File: config.mk
export PLATFORM = sky130hd
export DESIGN_NAME = max_pool_array
export DESIGN_NICKNAME = d
export VERILOG_FILES = /design/src/source/pool_pkg.sv /design/src/source/max_pool_array.sv /design/src/source/pool_window_ctrl.sv /design/src/source/max_pool_lane.sv /design/src/source/fp16_max_cmp.sv
export SDC_FILE = /design/constraint.sdc
export NUM_CORES = 1
export LEC_CHECK = 0
export BUFFER_PORTS_ARGS = -buffer_cell sky130_fd_sc_hd__buf_2
export CORE_ASPECT_RATIO = 0.5
export CORE_MARGIN = 5
export CORE_UTILIZATION = 50
export DETAILED_ROUTE_END_ITERATION = 8
export HOLD_SLACK_MARGIN = 0.15
export PLACE_DENSITY = 0.78
export SYNTH_ARGS = -nofsm -noshare
export SYNTH_HDL_FRONTEND = slang
export SYNTH_SLANG_ARGS = --single-unit
File: constraint.sdc
create_clock -name clk -period 3.39 [get_ports clk]
set_input_delay 0.5085 -clock clk [delete_from_list [all_inputs] [get_ports clk]]
set_output_delay 0.5085 -clock clk [all_outputs]
set_load 0.005 [all_outputs]
File: src/source/pool_pkg.sv
`default_nettype none

package pool_pkg;

	// Activation format is IEEE half precision.
	localparam int DATA_WIDTH = 16;

	// Lanes pooled side by side, one value per lane per beat.
	localparam int PARA_POOL_Y = 3;

	localparam int POOL_SIZE_WIDTH = 3; // Window side, 1 to 7.
	localparam int COUNT_WIDTH = 6; // Up to 7 x 7 = 49 beats.

	// One float16 value.
	typedef logic [DATA_WIDTH - 1:0] fp16_t;

	// All lanes packed together, lane 0 in the low bits.
	typedef logic [PARA_POOL_Y * DATA_WIDTH - 1:0] lanes_t;

	// Side length of the pooling window.
	typedef logic [POOL_SIZE_WIDTH - 1:0] pool_size_t;

	// Beat count within one window.
	typedef logic [COUNT_WIDTH - 1:0] beat_count_t;

	// Window controller states.
	typedef enum logic [1:0] {
		IDLE = 2'd0, // Waiting for a start.
		ACCUM = 2'd1, // Counting input beats.
		DONE = 2'd2 // Result pulse cycle.
	} window_state_t;

endpackage

`default_nettype wire
File: src/source/max_pool_array.sv
`timescale 1ns/1ps
`default_nettype none

module max_pool_array (
	input  wire logic                 clk,
	input  wire logic                 rst_n,
	input  wire logic                 start,
	input  wire pool_pkg::pool_size_t pool_size,
	input  wire logic                 in_valid,
	input  wire pool_pkg::lanes_t     in_data,
	output logic                      out_valid,
	output pool_pkg::lanes_t          out_data,
	output logic                      busy
);

	// Controls shared by every lane.
	logic load;
	logic accum;
	logic last;

	// Per-lane views of the packed buses.
	pool_pkg::fp16_t lane_in [pool_pkg::PARA_POOL_Y];
	pool_pkg::fp16_t lane_result [pool_pkg::PARA_POOL_Y];

	pool_window_ctrl u_ctrl (
		.clk       (clk),
		.rst_n     (rst_n),
		.start     (start),
		.pool_size (pool_size),
		.in_valid  (in_valid),
		.load      (load),
		.accum     (accum),
		.last      (last),
		.out_valid (out_valid),
		.busy      (busy)
	);

	for (genvar i = 0; i < pool_pkg::PARA_POOL_Y; i++) begin : g_lane
		// Lane i owns bits [16*i +: 16].
		assign lane_in[i] = in_data[i * pool_pkg::DATA_WIDTH +: pool_pkg::DATA_WIDTH];

		max_pool_lane u_lane (
			.clk      (clk),
			.rst_n    (rst_n),
			.in_value (lane_in[i]),
			.load     (load),
			.accum    (accum),
			.last     (last),
			.result   (lane_result[i])
		);
	end

	// Pack the lane results back, lane 0 low.
	always_comb begin
		for (int j = 0; j < pool_pkg::PARA_POOL_Y; j++) begin
			out_data[j * pool_pkg::DATA_WIDTH +: pool_pkg::DATA_WIDTH] = lane_result[j];
		end
	end

endmodule

`default_nettype wire

File: src/source/pool_window_ctrl.sv
`timescale 1ns/1ps
`default_nettype none

module pool_window_ctrl (
	input  wire logic                 clk,
	input  wire logic                 rst_n,
	input  wire logic                 start,
	input  wire pool_pkg::pool_size_t pool_size,
	input  wire logic                 in_valid,
	output logic                      load,
	output logic                      accum,
	output logic                      last,
	output logic                      out_valid,
	output logic                      busy
);

	pool_pkg::window_state_t state;
	pool_pkg::window_state_t state_next;

	pool_pkg::beat_count_t target; // Beats in the current window.
	pool_pkg::beat_count_t count; // Beats taken so far.
	pool_pkg::beat_count_t window_beats;

	logic start_ok;
	logic beat;
	logic final_beat;

	// DONE behaves as idle, so a start may land on the result pulse.
	assign start_ok = start && (state != pool_pkg::ACCUM) && (pool_size != '0);

	// Beats only count once the window is open.
	assign beat = in_valid && (state == pool_pkg::ACCUM);

	assign window_beats = pool_pkg::beat_count_t'(pool_size)
		* pool_pkg::beat_count_t'(pool_size);

	assign final_beat = (count == target - pool_pkg::beat_count_t'(1));

	// Lane controls.
	assign load = beat && (count == '0);
	assign accum = beat && (count != '0);
	assign last = beat && final_beat;

	assign out_valid = (state == pool_pkg::DONE);
	assign busy = (state == pool_pkg::ACCUM);

	always_comb begin
		state_next = state;
		case (state)
			pool_pkg::IDLE: begin
				if (start_ok) begin
					state_next = pool_pkg::ACCUM;
				end
			end
			pool_pkg::ACCUM: begin
				if (last) begin
					state_next = pool_pkg::DONE;
				end
			end
			pool_pkg::DONE: begin
				// One cycle only, unless the next window opens right away.
				state_next = start_ok ? pool_pkg::ACCUM : pool_pkg::IDLE;
			end
			default: begin
				state_next = pool_pkg::IDLE;
			end
		endcase
	end

	always_ff @(posedge clk) begin
		if (!rst_n) begin
			state <= pool_pkg::IDLE;
			target <= '0;
			count <= '0;
		end else begin
			state <= state_next;
			if (start_ok) begin
				target <= window_beats; // Latched once per window.
				count <= '0;
			end else if (beat) begin
				if (final_beat) begin
					count <= '0;
				end else begin
					count <= count + pool_pkg::beat_count_t'(1);
				end
			end
		end
	end

endmodule

`default_nettype wire

File: src/source/max_pool_lane.sv
`timescale 1ns/1ps
`default_nettype none

module max_pool_lane (
	input  wire logic            clk,
	input  wire logic            rst_n,
	input  wire pool_pkg::fp16_t in_value,
	input  wire logic            load,
	input  wire logic            accum,
	input  wire logic            last,
	output pool_pkg::fp16_t      result
);

	// Running maximum of the window in progress.
	pool_pkg::fp16_t running;

	// Comparator output and the value the window would end on.
	pool_pkg::fp16_t cmp_max;
	pool_pkg::fp16_t next_max;

	fp16_max_cmp u_cmp (
		.held      (running),
		.incoming  (in_value),
		.max_value (cmp_max)
	);

	// First beat of a window starts fresh from the input.
	assign next_max = load ? in_value : cmp_max;

	always_ff @(posedge clk) begin
		if (load || accum) begin
			running <= next_max;
		end
	end

	// Result stays put while the next window accumulates.
	always_ff @(posedge clk) begin
		if (!rst_n) begin
			result <= '0;
		end else if (last) begin
			result <= next_max; // Covers the one-beat window too.
		end
	end

endmodule

`default_nettype wire

File: src/source/fp16_max_cmp.sv
`timescale 1ns/1ps
`default_nettype none

module fp16_max_cmp (
	input  wire pool_pkg::fp16_t held,
	input  wire pool_pkg::fp16_t incoming,
	output pool_pkg::fp16_t      max_value
);

	// Sign bit and magnitude of each operand.
	logic                                held_sign;
	logic                                in_sign;
	logic [pool_pkg::DATA_WIDTH - 2:0]   held_mag;
	logic [pool_pkg::DATA_WIDTH - 2:0]   in_mag;
	logic                                take_incoming;

	assign held_sign = held[pool_pkg::DATA_WIDTH - 1];
	assign in_sign = incoming[pool_pkg::DATA_WIDTH - 1];
	assign held_mag = held[pool_pkg::DATA_WIDTH - 2:0];
	assign in_mag = incoming[pool_pkg::DATA_WIDTH - 2:0];

	// Incoming value replaces the held one only when strictly larger.
	always_comb begin
		if ((held_mag == '0) && (in_mag == '0)) begin
			take_incoming = 1'b0; // +0 and -0 compare equal.
		end else if (held_sign != in_sign) begin
			take_incoming = !in_sign; // Positive side wins.
		end else if (!held_sign) begin
			take_incoming = (in_mag > held_mag);
		end else begin
			// Both negative, smaller magnitude is the larger number.
			take_incoming = (in_mag < held_mag);
		end
	end

	assign max_value = take_incoming ? incoming : held;

endmodule

`default_nettype wire

* After elaboration in Yosys (flattened, before gate mapping)
Index checks and enable logic that the tools add are counted.
Word-level totals: input port bits 55, output and inout port bits 50, register bits 110
Operators by class: multiplexer cells 20, equal/unequal tests 9, add/sub/neg operators 2, multipliers 1, reductions and logical operators 25, bitwise operators 1, order comparisons 6
Operator list (number):
- $mux 16 | 6
- $logic_not 15->1 | 6
- $gt 15x15->1 | 3
- $lt 15x15->1 | 3
- $mux 1 | 10
- $logic_and 1x1->1 | 9
- $add 6x1->6 const B | 1
- $eq 6x6->1 | 1
- $logic_not 6->1 | 1
- $mul 3x3->6 | 1
- $mux 6 | 1
- $ne 2x1->1 const B | 3
- $pmux 2 s3 | 1
- $reduce_bool 6->1 | 1
- $sub 6x1->6 const B | 1
- $mux 2 | 2
- $logic_not 1->1 | 3
- $ne 1x1->1 | 3
- $reduce_bool 3->1 | 1
- $eq 2x1->1 const B | 1
- $eq 2x2->1 const B | 1
- $logic_not 2->1 | 1
- $reduce_and 2->1 | 1
- $reduce_or 2->1 | 1
- other kinds (2) | 2

* Logic depth before layout (Yosys ltp)
Gate-level depths: netlist (run 1).
word-level depth 6, depth in mapped cells 10, mapped depth without buffers 8

* Cells and area by module
Synthesis (run 1) repeated with hierarchy kept, for this count alone.
Second synthesis, totals: cells, all modules 594, area, all modules 6628.9 um^2
Modules (own cells, without submodules):
- max_pool_lane | cells an instance 87, sequential area each 800.8 um^2, area each 1307.5 um^2, instances 3
- fp16_max_cmp | cells an instance 83, sequential area each 0.0 um^2, area each 643.1 um^2, instances 3
- pool_window_ctrl | cells an instance 84, sequential area each 260.2 um^2, area each 777.0 um^2, instances 1

* Worst setup path before layout (run 1)
No wires, ideal clock.
path kind input port to flip-flop, from input port in_data[34], to register g_lane[2].u_lane.running[0] (data pin), buffers on the path 2, setup slack 872 ps, stages 9, data required time 3128 ps, arrival time 2256 ps, cell sequence ha_1 -> a21oi_1 -> a21oi_1 -> o31a_1 -> or4_4 -> buf_6 -> buf_6 -> nand4_2 -> nand2_1
On the way: longest elaborated chain between the ends 6, elaborated cells on any way between the ends 9, those cells by class 2 x order compare; 5 x mux; 2 x reduce/logical
RTL lines:
- from (decl) | line max_pool_array.sv:10 | input wire pool_pkg::lanes_t in_data,
- $gt 15x15->1 / $lt 15x15->1 (equally long branches) | line fp16_max_cmp.sv:29, fp16_max_cmp.sv:32
- $mux 1 | line fp16_max_cmp.sv:28 | end else if (!held_sign) begin
- $mux 1 | line fp16_max_cmp.sv:26 | end else if (held_sign != in_sign) begin
- $mux 1 * | line fp16_max_cmp.sv:24 | if ((held_mag == '0) && (in_mag == '0)) begin
- $mux 16 * | line fp16_max_cmp.sv:36 | assign max_value = take_incoming ? incoming : held;
- $mux 16 * | line max_pool_lane.sv:28 | assign next_max = load ? in_value : cmp_max;
- named net g_lane[2].u_lane.next_max[0] | line max_pool_lane.sv:19 | pool_pkg::fp16_t next_max;
- to (signal assigned) | line max_pool_lane.sv:32 | running <= next_max;
- to (decl) | line max_pool_lane.sv:15 | pool_pkg::fp16_t running;
The timed path passes the listed nets; every way through them passes the cells marked *. A chain may end at the register's enable or synchronous reset.

* Worst setup path in the final report (run 1)
from register g_lane[0].u_lane.running[10], to register g_lane[0].u_lane.running[9] (data pin)
On the way: longest elaborated chain between the ends 6, elaborated cells on any way between the ends 9, those cells by class 2 x order compare; 5 x mux; 2 x reduce/logical
RTL lines (line):
- from (decl) | max_pool_lane.sv:15
- from (signal assigned) | max_pool_lane.sv:32
- $gt 15x15->1 / $lt 15x15->1 (equally long branches) | fp16_max_cmp.sv:29, fp16_max_cmp.sv:32
- $mux 1 | fp16_max_cmp.sv:28
- $mux 1 | fp16_max_cmp.sv:26
- $mux 1 * | fp16_max_cmp.sv:24
- $mux 16 * | fp16_max_cmp.sv:36
- $mux 16 * | max_pool_lane.sv:28
- named net g_lane[0].u_lane.next_max[9] | max_pool_lane.sv:19
Marked as above.

==> results of run 1 <==
==> cell type report <==
type	count	area [um2]	area share
timing repair buffer	118	675.6	0.09193
clock inverter	3	20.02	0.002724
inverter	52	195.2	0.02656
sequential	109	2663	0.3623
multi-input combinational	464	3323	0.4522
clock buffer	13	260.3	0.03541
tap	170	212.7	0.02894
==> path summary, 6_finish.rpt <==
path	startpoint	endpoint	slack (ns)	cells after the start
worst max register to register	g_lane[0].u_lane.running[10]$_DFFE_PP_	g_lane[0].u_lane.running[9]$_DFFE_PP_	0.70	8
worst max-delay path	g_lane[0].u_lane.running[10]$_DFFE_PP_	g_lane[0].u_lane.running[9]$_DFFE_PP_	0.70	8
worst min-delay path	in_data[38]	g_lane[2].u_lane.result[6]$_SDFFE_PN0P_	0.48	3
worst min register to register	g_lane[1].u_lane.result[15]$_SDFFE_PN0P_	g_lane[1].u_lane.result[15]$_SDFFE_PN0P_	0.49	2
==> cell usage after synthesis (8+ instances only) <==
cell,n
a21oi_1,17
a31oi_1,45
and2_1,8
buf_2,14
buf_4,8
clkbuf_1,13
dfxtp_1,61
edfxtp_1,48
ha_1,49
inv_1,52
nand2_1,57
nand4_1,47
nand4_2,10
nor2_1,18
nor4_1,22
o21ai_0,50
o31ai_1,36
o31ai_2,9
xnor2_1,9
==> per-layer routing <==
| layer | vias to the layer above | share of wire | track usage |
|---|---|---|---|
| met5 | - | 0 | 0 |
| met3 | 30 | 0.066 | 0.04154 |
| met2 | 210 | 0.45 | 0.3295 |
| met1 | 2650 | 0.47 | 0.2993 |
| met4 | 0 | 0.017 | 0.05847 |
| li1 | 2730 | - | - |
==> flip-flops by register name (all words and copies together), names as in the netlist <==
signal	cells
g_lane.u_lane.result	48
g_lane.u_lane.running	48
u_ctrl.count	6
u_ctrl.state	2
u_ctrl.target	5
==> worst reg2reg max path, delay by kind of cell, from the launching register on <==
family                   cells  cell delay, ns
adder cells (fa/ha/maj)      1            0.24
AND/OR/NAND/NOR              3            1.06
AO/OA/AOI/OAI                3            0.65
flip-flops                   1            0.42
buffers and inverters        1            0.08
==> report_power, final <==
part | switching, W | internal (W) | total, W
clock | 0.000469 | 0.000543 | 0.00101
combinational | 0.000303 | 0.000186 | 0.000490
sequential | 0.0000327 | 0.00143 | 0.00146
total | 0.000805 | 0.00216 | 0.00296
==> stage by stage <==
stage	hold slack, ns	utilization	total power, W	worst slack [ns]	area, um2
global route	0.4790	0.5804	0.003085	0.5075	7350
CTS	0.4699	0.5804	0.002971	0.7155	7350
detailed placement	0.4792	0.5582	0.001971	0.4971	7069
global placement	0.4721	0.5582	0.001948	0.5300	7069
floorplan	0.4654	-	0.001837	0.8717	6459
finish	0.4768	0.5804	0.002961	0.6998	7350
==> cells by family after synthesis <==
group | share of synthesized area
xor gates and xnor gates | 0.01763
AOI/OAI and AO/OA | 0.2094
and+or+nand+nor | 0.1908
muxes | 0.001550
adders and majority gates | 0.09492
buffers and inverters | 0.07342
DFF | 0.4122
==> results.toml, run 1 <==
[cells_and_area]
layout_commonest_cell = "buf_2"
area.growth.synth_to_final_pct = 13.79
finalNonFillerCells = 929
layout_common_cells = "104 x buf_2, 61 x dfxtp_1, 57 x nand2_1"
diodes = 0
final_nets = 858
layout-drive-gt1-share = 0.2240
n_fill_cell = 1130

[critical_path]
critPathCaptureType = "register"
critPathTopFamily = "simple AND/OR/NAND/NOR gates"
startpoint_type = "register"
crit_buf_inv = 1
worstPathRequired_ns = 3.47
worstSetupPathType = "register to register"
path_cells = "inv_1 -> ha_1 -> a211oi_2 -> o21ai_1 -> a221o_1 -> or4_1 -> nand4_1 -> nand2_1"
max_stage_delay_ns = 0.73
critical_path.slowest_cell = "or4_1"
crit_fanout = 15
cp.arrival_ns = 2.77

[die]
initial_core_util = 0.5100
dieArea_um2 = 15430
die_y_um = 90.37
ios = 105
die_w_um = 170.7
rows = 29
coreArea_um2 = 12660

[detailed_routing]
vias_per_cell = 6.050
drc = 0
drt-pass1-iter-count = 5
via_count = 5620
ant_nets = 0
wire_per_inst_um = 17.94
drt-total-wl_um = 16670
drt_iter0_markers = 377

[sta]
finalHoldViolCount = 0
slew_violations = 0
rsz0062_at_grt = "false"
clock.fmax_ghz = 0.3717
tightest_slew_ns = 1.143
relSlewSlack = 0.2327
finalSetupViolCount = 0
min_period_over_period = 0.7936
period_minus_slack_ns = 2.690
fin_skew_ns = 0.009480
fin_tns_setup_ns = 0

[placement]
placement.io_buffers = 104
place_congestion = 0.8892
placed_cells = 913
hpwlAfterDp_um = 12090

[yosys]
synthDistinctLibCells = 62
synth-edff-count = 48
postSynthAreaPerCell_um2 = 9.669
syn_inst = 668
yosysSeqAreaShare = 0.4122
ys_dominant_reg_cell = "dfxtp_1"
ys_warn_count = 0
synth_top_area_share = 0.2232
synthTopCellsByArea = "edfxtp_1 22%, dfxtp_1 19%, ha_1 9.5%"
synth.largest_area_cell = "edfxtp_1"
ys_async_sr_fraction = 0
synth_fp_nets = 772
syn_area_um2 = 6459
synth_seq_cells = 109

[clock_network]
cts.sinks = 109
clk_pin_slew_ns = 0.07
ctsRootBufferMaster = "clkbuf_16"
cts_hold_buf = 0
htreeDepth = 3
cts_setup_buffers = 0
worstSkewPairLatency_ns = 0.34
cts_buffers = 9
cts_tree = "yes"
cts_buffer_depth = 2
cts_resized = 0

[power]
total_leakage_power_nw = 3.203
powerDensity_nw_per_um2 = 402.8
ir_drop_mv = 0.2758

[global_route]
antenna_found_initial = 0
grt_max_degree = 57
grt_overflow = 0
grt_use_total = 0.2115
grt_first_pass_wirelength_um = 27280
first_global_vias = 5543

[run]
cap_violations = 0

[hold_path]
hp-class = "primary input to register"

[outcome]
status = "finished clean"
Note: power is estimated with default switching activity, not from simulation.
==> run 2: changes to the inputs <==
- PLACE_DENSITY: 0.78 -> 0.81
- clock period: 3.39 -> 2.4 ns (I/O delays scaled with it)
==> run 2 against run 1 <==
  * The flow now finishes with violations (negative setup slack)
  * Combinational power rose by 130%
  * Critical path depth stayed put
  * Highest routed layer unchanged
  * Wire length is 29% higher
  * Critical endpoint is now g_lane[2].u_lane.running[2]$_DFFE_PP_
  * Register-to-register slack worse by 0.83 ns
  * Power is 63% higher
  * Global-route usage increased by 1.4 points
==> results.toml, run 2 (synthesis results as in run 1) <==
[critical_path]
worstPathRequired_ns = 2.51
cp.arrival_ns = 2.64
critPathCaptureType = "register"
worstSetupPathType = "register to register"
crit_fanout = 7
startpoint_type = "register"

[global_route]
grt_first_pass_wirelength_um = 28870
grt_overflow = 0
grt_max_degree = 55
first_global_vias = 5915
antenna_found_initial = 0
grt_use_total = 0.2254

[die]
rows = 29
die_y_um = 90.37
ios = 105
coreArea_um2 = 12660
dieArea_um2 = 15430
initial_core_util = 0.5100
die_w_um = 170.7

[clock_network]
cts_tree = "yes"
htreeDepth = 3
clk_pin_slew_ns = 0.08
cts.sinks = 109
ctsRootBufferMaster = "clkbuf_16"
worstSkewPairLatency_ns = 0.35
cts_buffers = 9
cts_buffer_depth = 2
cts_hold_buf = 0

[sta]
rsz0062_at_grt = "true"
slew_violations = 0
whs_ns = 0.3134
min_period_over_period = 1.055
fin_skew_ns = 0.009346
layout_setup_ws_ns = -0.1326
period_minus_slack_ns = 2.533
clock.fmax_ghz = 0.3949
finalSetupViolCount = 40
relSlewSlack = 0.3992
tightest_slew_ns = 0.8936
fin_tns_setup_ns = -2.171
finalHoldViolCount = 0

[placement]
placement.io_buffers = 104
placed_cells = 977
place_ws_ns = -0.2805
hpwlAfterDp_um = 12700
place_congestion = 0.9384

[power]
power_w = 0.004818
powerDensity_nw_per_um2 = 532.3
ir_drop_mv = 0.3898
total_leakage_power_nw = 3.787

[cells_and_area]
reg_top3 = "g_lane.u_lane.result: 48 flops, g_lane.u_lane.running: 48 flops, u_ctrl.count: 6 flops"
diodes = 0
area.growth.synth_to_final_pct = 40.14
finalNonFillerCells = 1030
final_nets = 959
layout-drive-gt1-share = 0.3895
layout_commonest_cell = "buf_2"
layout_common_cells = "105 x buf_2, 84 x buf_4, 61 x dfxtp_1"

[detailed_routing]
drt_iter0_markers = 565
drt-pass1-iter-count = 5
drt-total-wl_um = 21540
wire_per_inst_um = 20.91
drc = 0
vias_per_cell = 6.354
via_count = 6545
ant_nets = 0

[outcome]
violations = "negative setup slack"
status = "complete, but fails checks"

[run]
cap_violations = 0

[hold_path]
hp-class = "primary input to register"
==> run 2: final timing paths <==
check                                                              start                                        to  slack, ns  cells past startpoint
worst max-delay path               g_lane[2].u_lane.running[5]$_DFFE_PP_     g_lane[2].u_lane.running[2]$_DFFE_PP_      -0.13                      8
worst min-delay path                                         in_data[39]   g_lane[2].u_lane.result[7]$_SDFFE_PN0P_       0.31                      3
worst max register to register     g_lane[2].u_lane.running[5]$_DFFE_PP_     g_lane[2].u_lane.running[2]$_DFFE_PP_      -0.13                      8
worst min register to register  g_lane[0].u_lane.result[15]$_SDFFE_PN0P_  g_lane[0].u_lane.result[15]$_SDFFE_PN0P_       0.48                      2
==> run 2: critical path, stage by stage (launching register included) <==
cell,delay (ns)
edfxtp_1,0.41
inv_1,0.09
ha_1,0.24
o21ai_0,0.19
nor2_1,0.08
o31a_1,0.36
or4_4,0.69
nand4_4,0.16
nand2_1,0.06
==> run 2: metrics by stage <==
stage	area (um2)	util
4_1_cts	8014	0.6328
6_report	9051	0.7148
3_5_place_dp	7600	0.6001
5_1_grt	9051	0.7148
2_1_floorplan	6459	-
3_3_place_gp	7600	0.6001
==> run 2: power by group <==
| group | switching (W) | total (W) | internal (W) | leakage, nW |
|---|---|---|---|---|
| logic | 0.000620 | 0.00111 | 0.000494 | 2.70 |
| clock network | 0.000696 | 0.00164 | 0.000945 | 0.154 |
| registers | 0.0000480 | 0.00206 | 0.00201 | 0.934 |
| total | 0.00136 | 0.00482 | 0.00345 | 3.79 |
==> run 2: area by class of cell <==
type | count | area [um2]
Tap cell | 170 | 212.7
Clock inverter | 4 | 72.57
Clock buffer | 12 | 246.5
Sequential cell | 109 | 2663
Inverter | 52 | 195.2
Timing Repair Buffer | 218 | 1578
Multi-Input combinational cell | 465 | 4084
Fill cell | 837 | 3612
==> run 2: layer usage <==
| layer | routed length (um) | vias up | GRT usage |
|---|---|---|---|
| met4 | 666 | 0 | 0.05781 |
| met3 | 1647 | 67 | 0.04110 |
| met5 | 0 | - | 0 |
| met2 | 10600 | 362 | 0.3745 |
| li1 | - | 2942 | - |
| met1 | 8624 | 3174 | 0.3033 |
==> run 2: what timing repair did <==
item                                    in CTS  in global routing
endpoints found under the setup margin      60                 81
setup buffers                                5                 28
resized for setup                           10                131
gates cloned                                 1                  4
pin swaps                                    7                 25
==> run 3: changes to the inputs <==
- ABC_AREA: unset -> 1
==> run 3 against run 2 <==
  * Utilization decreased by 13 points
  * Worst hold slack lost 0.026 ns
  * Final cell count is 11% higher
  * Highest routed layer unchanged
  * Clock power fell by 16%
  * Wire length down 29%
  * Worst setup slack better by 0.33 ns
  * The run now ends clean
  * Flip-flop and latch count did not move
  * Sequential share of layout area grew 6.3 points
  * Register-to-register slack improved by 0.33 ns
  * Critical path type unchanged
  * Synthesized cell count is 31% higher
==> results.toml, run 3 <==
[detailed_routing]
drt-pass1-iter-count = 5
drt_iter0_markers = 398
drt-total-wl_um = 15280
via_count = 5787
drc = 0
wire_per_inst_um = 13.34
vias_per_cell = 5.050
ant_nets = 0

[power]
total_leakage_power_nw = 3.987
ir_drop_mv = 0.3609
powerDensity_nw_per_um2 = 548.1

[global_route]
antenna_found_initial = 0
grt_max_degree = 58
first_global_vias = 5315
grt_overflow = 0
grt_first_pass_wirelength_um = 24470
grt_use_total = 0.1900

[yosys]
postSynthAreaPerCell_um2 = 7.433
synth_seq_cells = 109
ys_async_sr_fraction = 0
synth_fp_nets = 976
syn_inst = 872
synthDistinctLibCells = 27
synth.largest_area_cell = "edfxtp_1"
synthTopCellsByArea = "edfxtp_1 22%, dfxtp_1 19%, nand2_1 15%"
ys_warn_count = 0
ys_dominant_reg_cell = "dfxtp_1"
syn_area_um2 = 6481
yosysSeqAreaShare = 0.4108
synth-edff-count = 48
synth_top_area_share = 0.2224
yosysMostFrequentCell = "nand2_1"
synthTopCellsByCount = "260 x nand2_1, 143 x inv_1, 108 x nand3_1"

[clock_network]
cts.sinks = 109
cts_buffer_depth = 2
ctsRootBufferMaster = "clkbuf_16"
htreeDepth = 3
worstSkewPairLatency_ns = 0.35
cts_buffers = 9
clk_pin_slew_ns = 0.07
cts_tree = "yes"

[critical_path]
r2r_end = "g_lane[0].u_lane.running[11]$_DFFE_PP_"
path_common_cell = "nand2_1"
max_stage_delay_ns = 0.39
r2r_cells = 13
cp.arrival_ns = 2.29
startpoint_type = "register"
path_cells = "inv_1 -> ha_1 -> nand2_1 -> nor2_1 -> inv_1 -> nor2_1 -> nand4_1 -> nand2_1 -> nand2_1 -> nand2_1 -> nand2_2 -> nand2_1 -> nand2_1"
critical_path.slowest_cell = "edfxtp_1"
critPathCaptureType = "register"
worstSetupPathType = "register to register"
r2r_slack_ns = 0.20
r2r_start = "g_lane[0].u_lane.running[14]$_DFFE_PP_"
worstPathRequired_ns = 2.49
crit_fanout = 15

[sta]
period_minus_slack_ns = 2.200
fin_tns_setup_ns = 0
slew_violations = 0
clock.fmax_ghz = 0.4545
finalSetupViolCount = 0
finalHoldViolCount = 0
tightest_slew_ns = 0.7127
fin_skew_ns = 0.01176
relSlewSlack = 0.5248
min_period_over_period = 0.9167
rsz0062_at_grt = "false"

[cells_and_area]
layout_common_cells = "259 x nand2_1, 142 x inv_1, 107 x nand3_1"
layout_commonest_cell = "nand2_1"
final_nets = 1075
fin_util = 0.5887
layout-drive-gt1-share = 0.1424
reg_top3 = "g_lane.u_lane.result: 48 flops, g_lane.u_lane.running: 48 flops, u_ctrl.count: 6 flops"
area.growth.synth_to_final_pct = 15.02
diodes = 0

[placement]
hpwlAfterDp_um = 11160
placement.io_buffers = 104
place_congestion = 0.8674

[die]
coreArea_um2 = 12660
dieArea_um2 = 15480
ios = 105
rows = 29
die_y_um = 90.51
initial_core_util = 0.5118
die_w_um = 171.0

[run]
cap_violations = 0

[outcome]
status = "finished clean"

[hold_path]
hp-class = "primary input to register"
whs_endpoint = "u_ctrl.target[2]$_SDFFE_PN0P_"
hold_path.startpoint = "pool_size[0]"
hold_depth = 2
run 3: cell types whose count changed in the layout (fill, tap and decap cells not counted), moves of 17 or more:
cell     delta
a31oi_1    -44
nand4_1    -38
nor4_1     -21
o31ai_4    -35
buf_4      -75
nor2_1     +42
nand3_1   +102
o21a_1     +46
nand2_1   +205
buf_6      -17
inv_1      +94
o21ai_0    -38
run 3: cell type report:
type | count | area, um2
fill | 1167 | 5209
multi-input combinational | 591 | 3136
sequential | 109 | 2663
timing repair buffer | 115 | 628.1
inverter | 145 | 548.0
clock buffer | 10 | 229.0
tap | 170 | 212.7
clock inverter | 6 | 38.79
run 3: critical path, delay by kind of cell (launching register included):
| family | cells | cell delay, ns |
|---|---|---|
| AND/OR/NAND/NOR | 10 | 1.18 |
| flip-flops | 1 | 0.39 |
| adder cells (fa/ha/maj) | 1 | 0.28 |
| buffers and inverters | 2 | 0.11 |
run 3: routing by layer:
layer / up-vias / share of wire / routed length (um) / track usage
met5: - / 0 / 0 / 0
met4: 0 / 0.015 / 236 / 0.04878
met3: 19 / 0.056 / 854 / 0.03673
met2: 149 / 0.47 / 7185 / 0.3210
met1: 2632 / 0.46 / 7006 / 0.2500
li1: 2987 / - / - / -
run 3: how the worst max path moves through the flow:
stage                                      startpoint                                       end  slack [ns]  cells past startpoint
2_1_floorplan            u_ctrl.state[0]$_SDFFE_PN0P_  g_lane[0].u_lane.result[15]$_SDFFE_PN0P_        0.07                     11
3_3_place_gp                              in_data[30]    g_lane[1].u_lane.running[10]$_DFFE_PP_        0.23                     13
3_5_place_dp                              in_data[46]     g_lane[2].u_lane.running[7]$_DFFE_PP_        0.11                     13
4_1_cts        g_lane[2].u_lane.running[14]$_DFFE_PP_     g_lane[2].u_lane.running[7]$_DFFE_PP_        0.14                     13
5_1_grt        g_lane[2].u_lane.running[14]$_DFFE_PP_  g_lane[2].u_lane.result[14]$_SDFFE_PN0P_       0.002                     16
6_report       g_lane[0].u_lane.running[14]$_DFFE_PP_    g_lane[0].u_lane.running[11]$_DFFE_PP_        0.20                     13
run 3: repair_timing:
item	in CTS	in global routing
endpoints found under the setup margin	0	30
hold buffers	0	0
buffers inserted	0	1
resized for setup	0	2
run 3: metrics by stage:
step,total power [W],setup slack [ns],instance area [um2],hold slack (ns),instances
finish,0.004086,0.2000,7455,0.2873,1146
global route,0.004296,0.001586,7455,0.2729,1146
CTS,0.004113,0.1356,7440,0.2726,1145
detailed placement,0.002744,0.1111,7172,0.4544,1129
global placement,0.002709,0.2284,7172,0.4546,1129
floorplan,0.002535,0.06526,6490,0.4230,872
run 3: kinds of logic after synthesis:
logic type               after synthesis  synth area share
adder cells (fa/ha/maj)               49           0.09459
buffers and inverters                172            0.1073
AO/OA/AOI/OAI                         84           0.08552
AND/OR/NAND/NOR                      448            0.2882
flip-flops                           109            0.4108
XOR/XNOR                              10           0.01351
run 3: power breakdown:
| part | switching, W | leakage [nW] | internal (W) |
|---|---|---|---|
| Combinational | 0.000440 | 2.93 | 0.000225 |
| Sequential | 0.0000308 | 0.934 | 0.00202 |
| Clock | 0.000670 | 0.126 | 0.000702 |
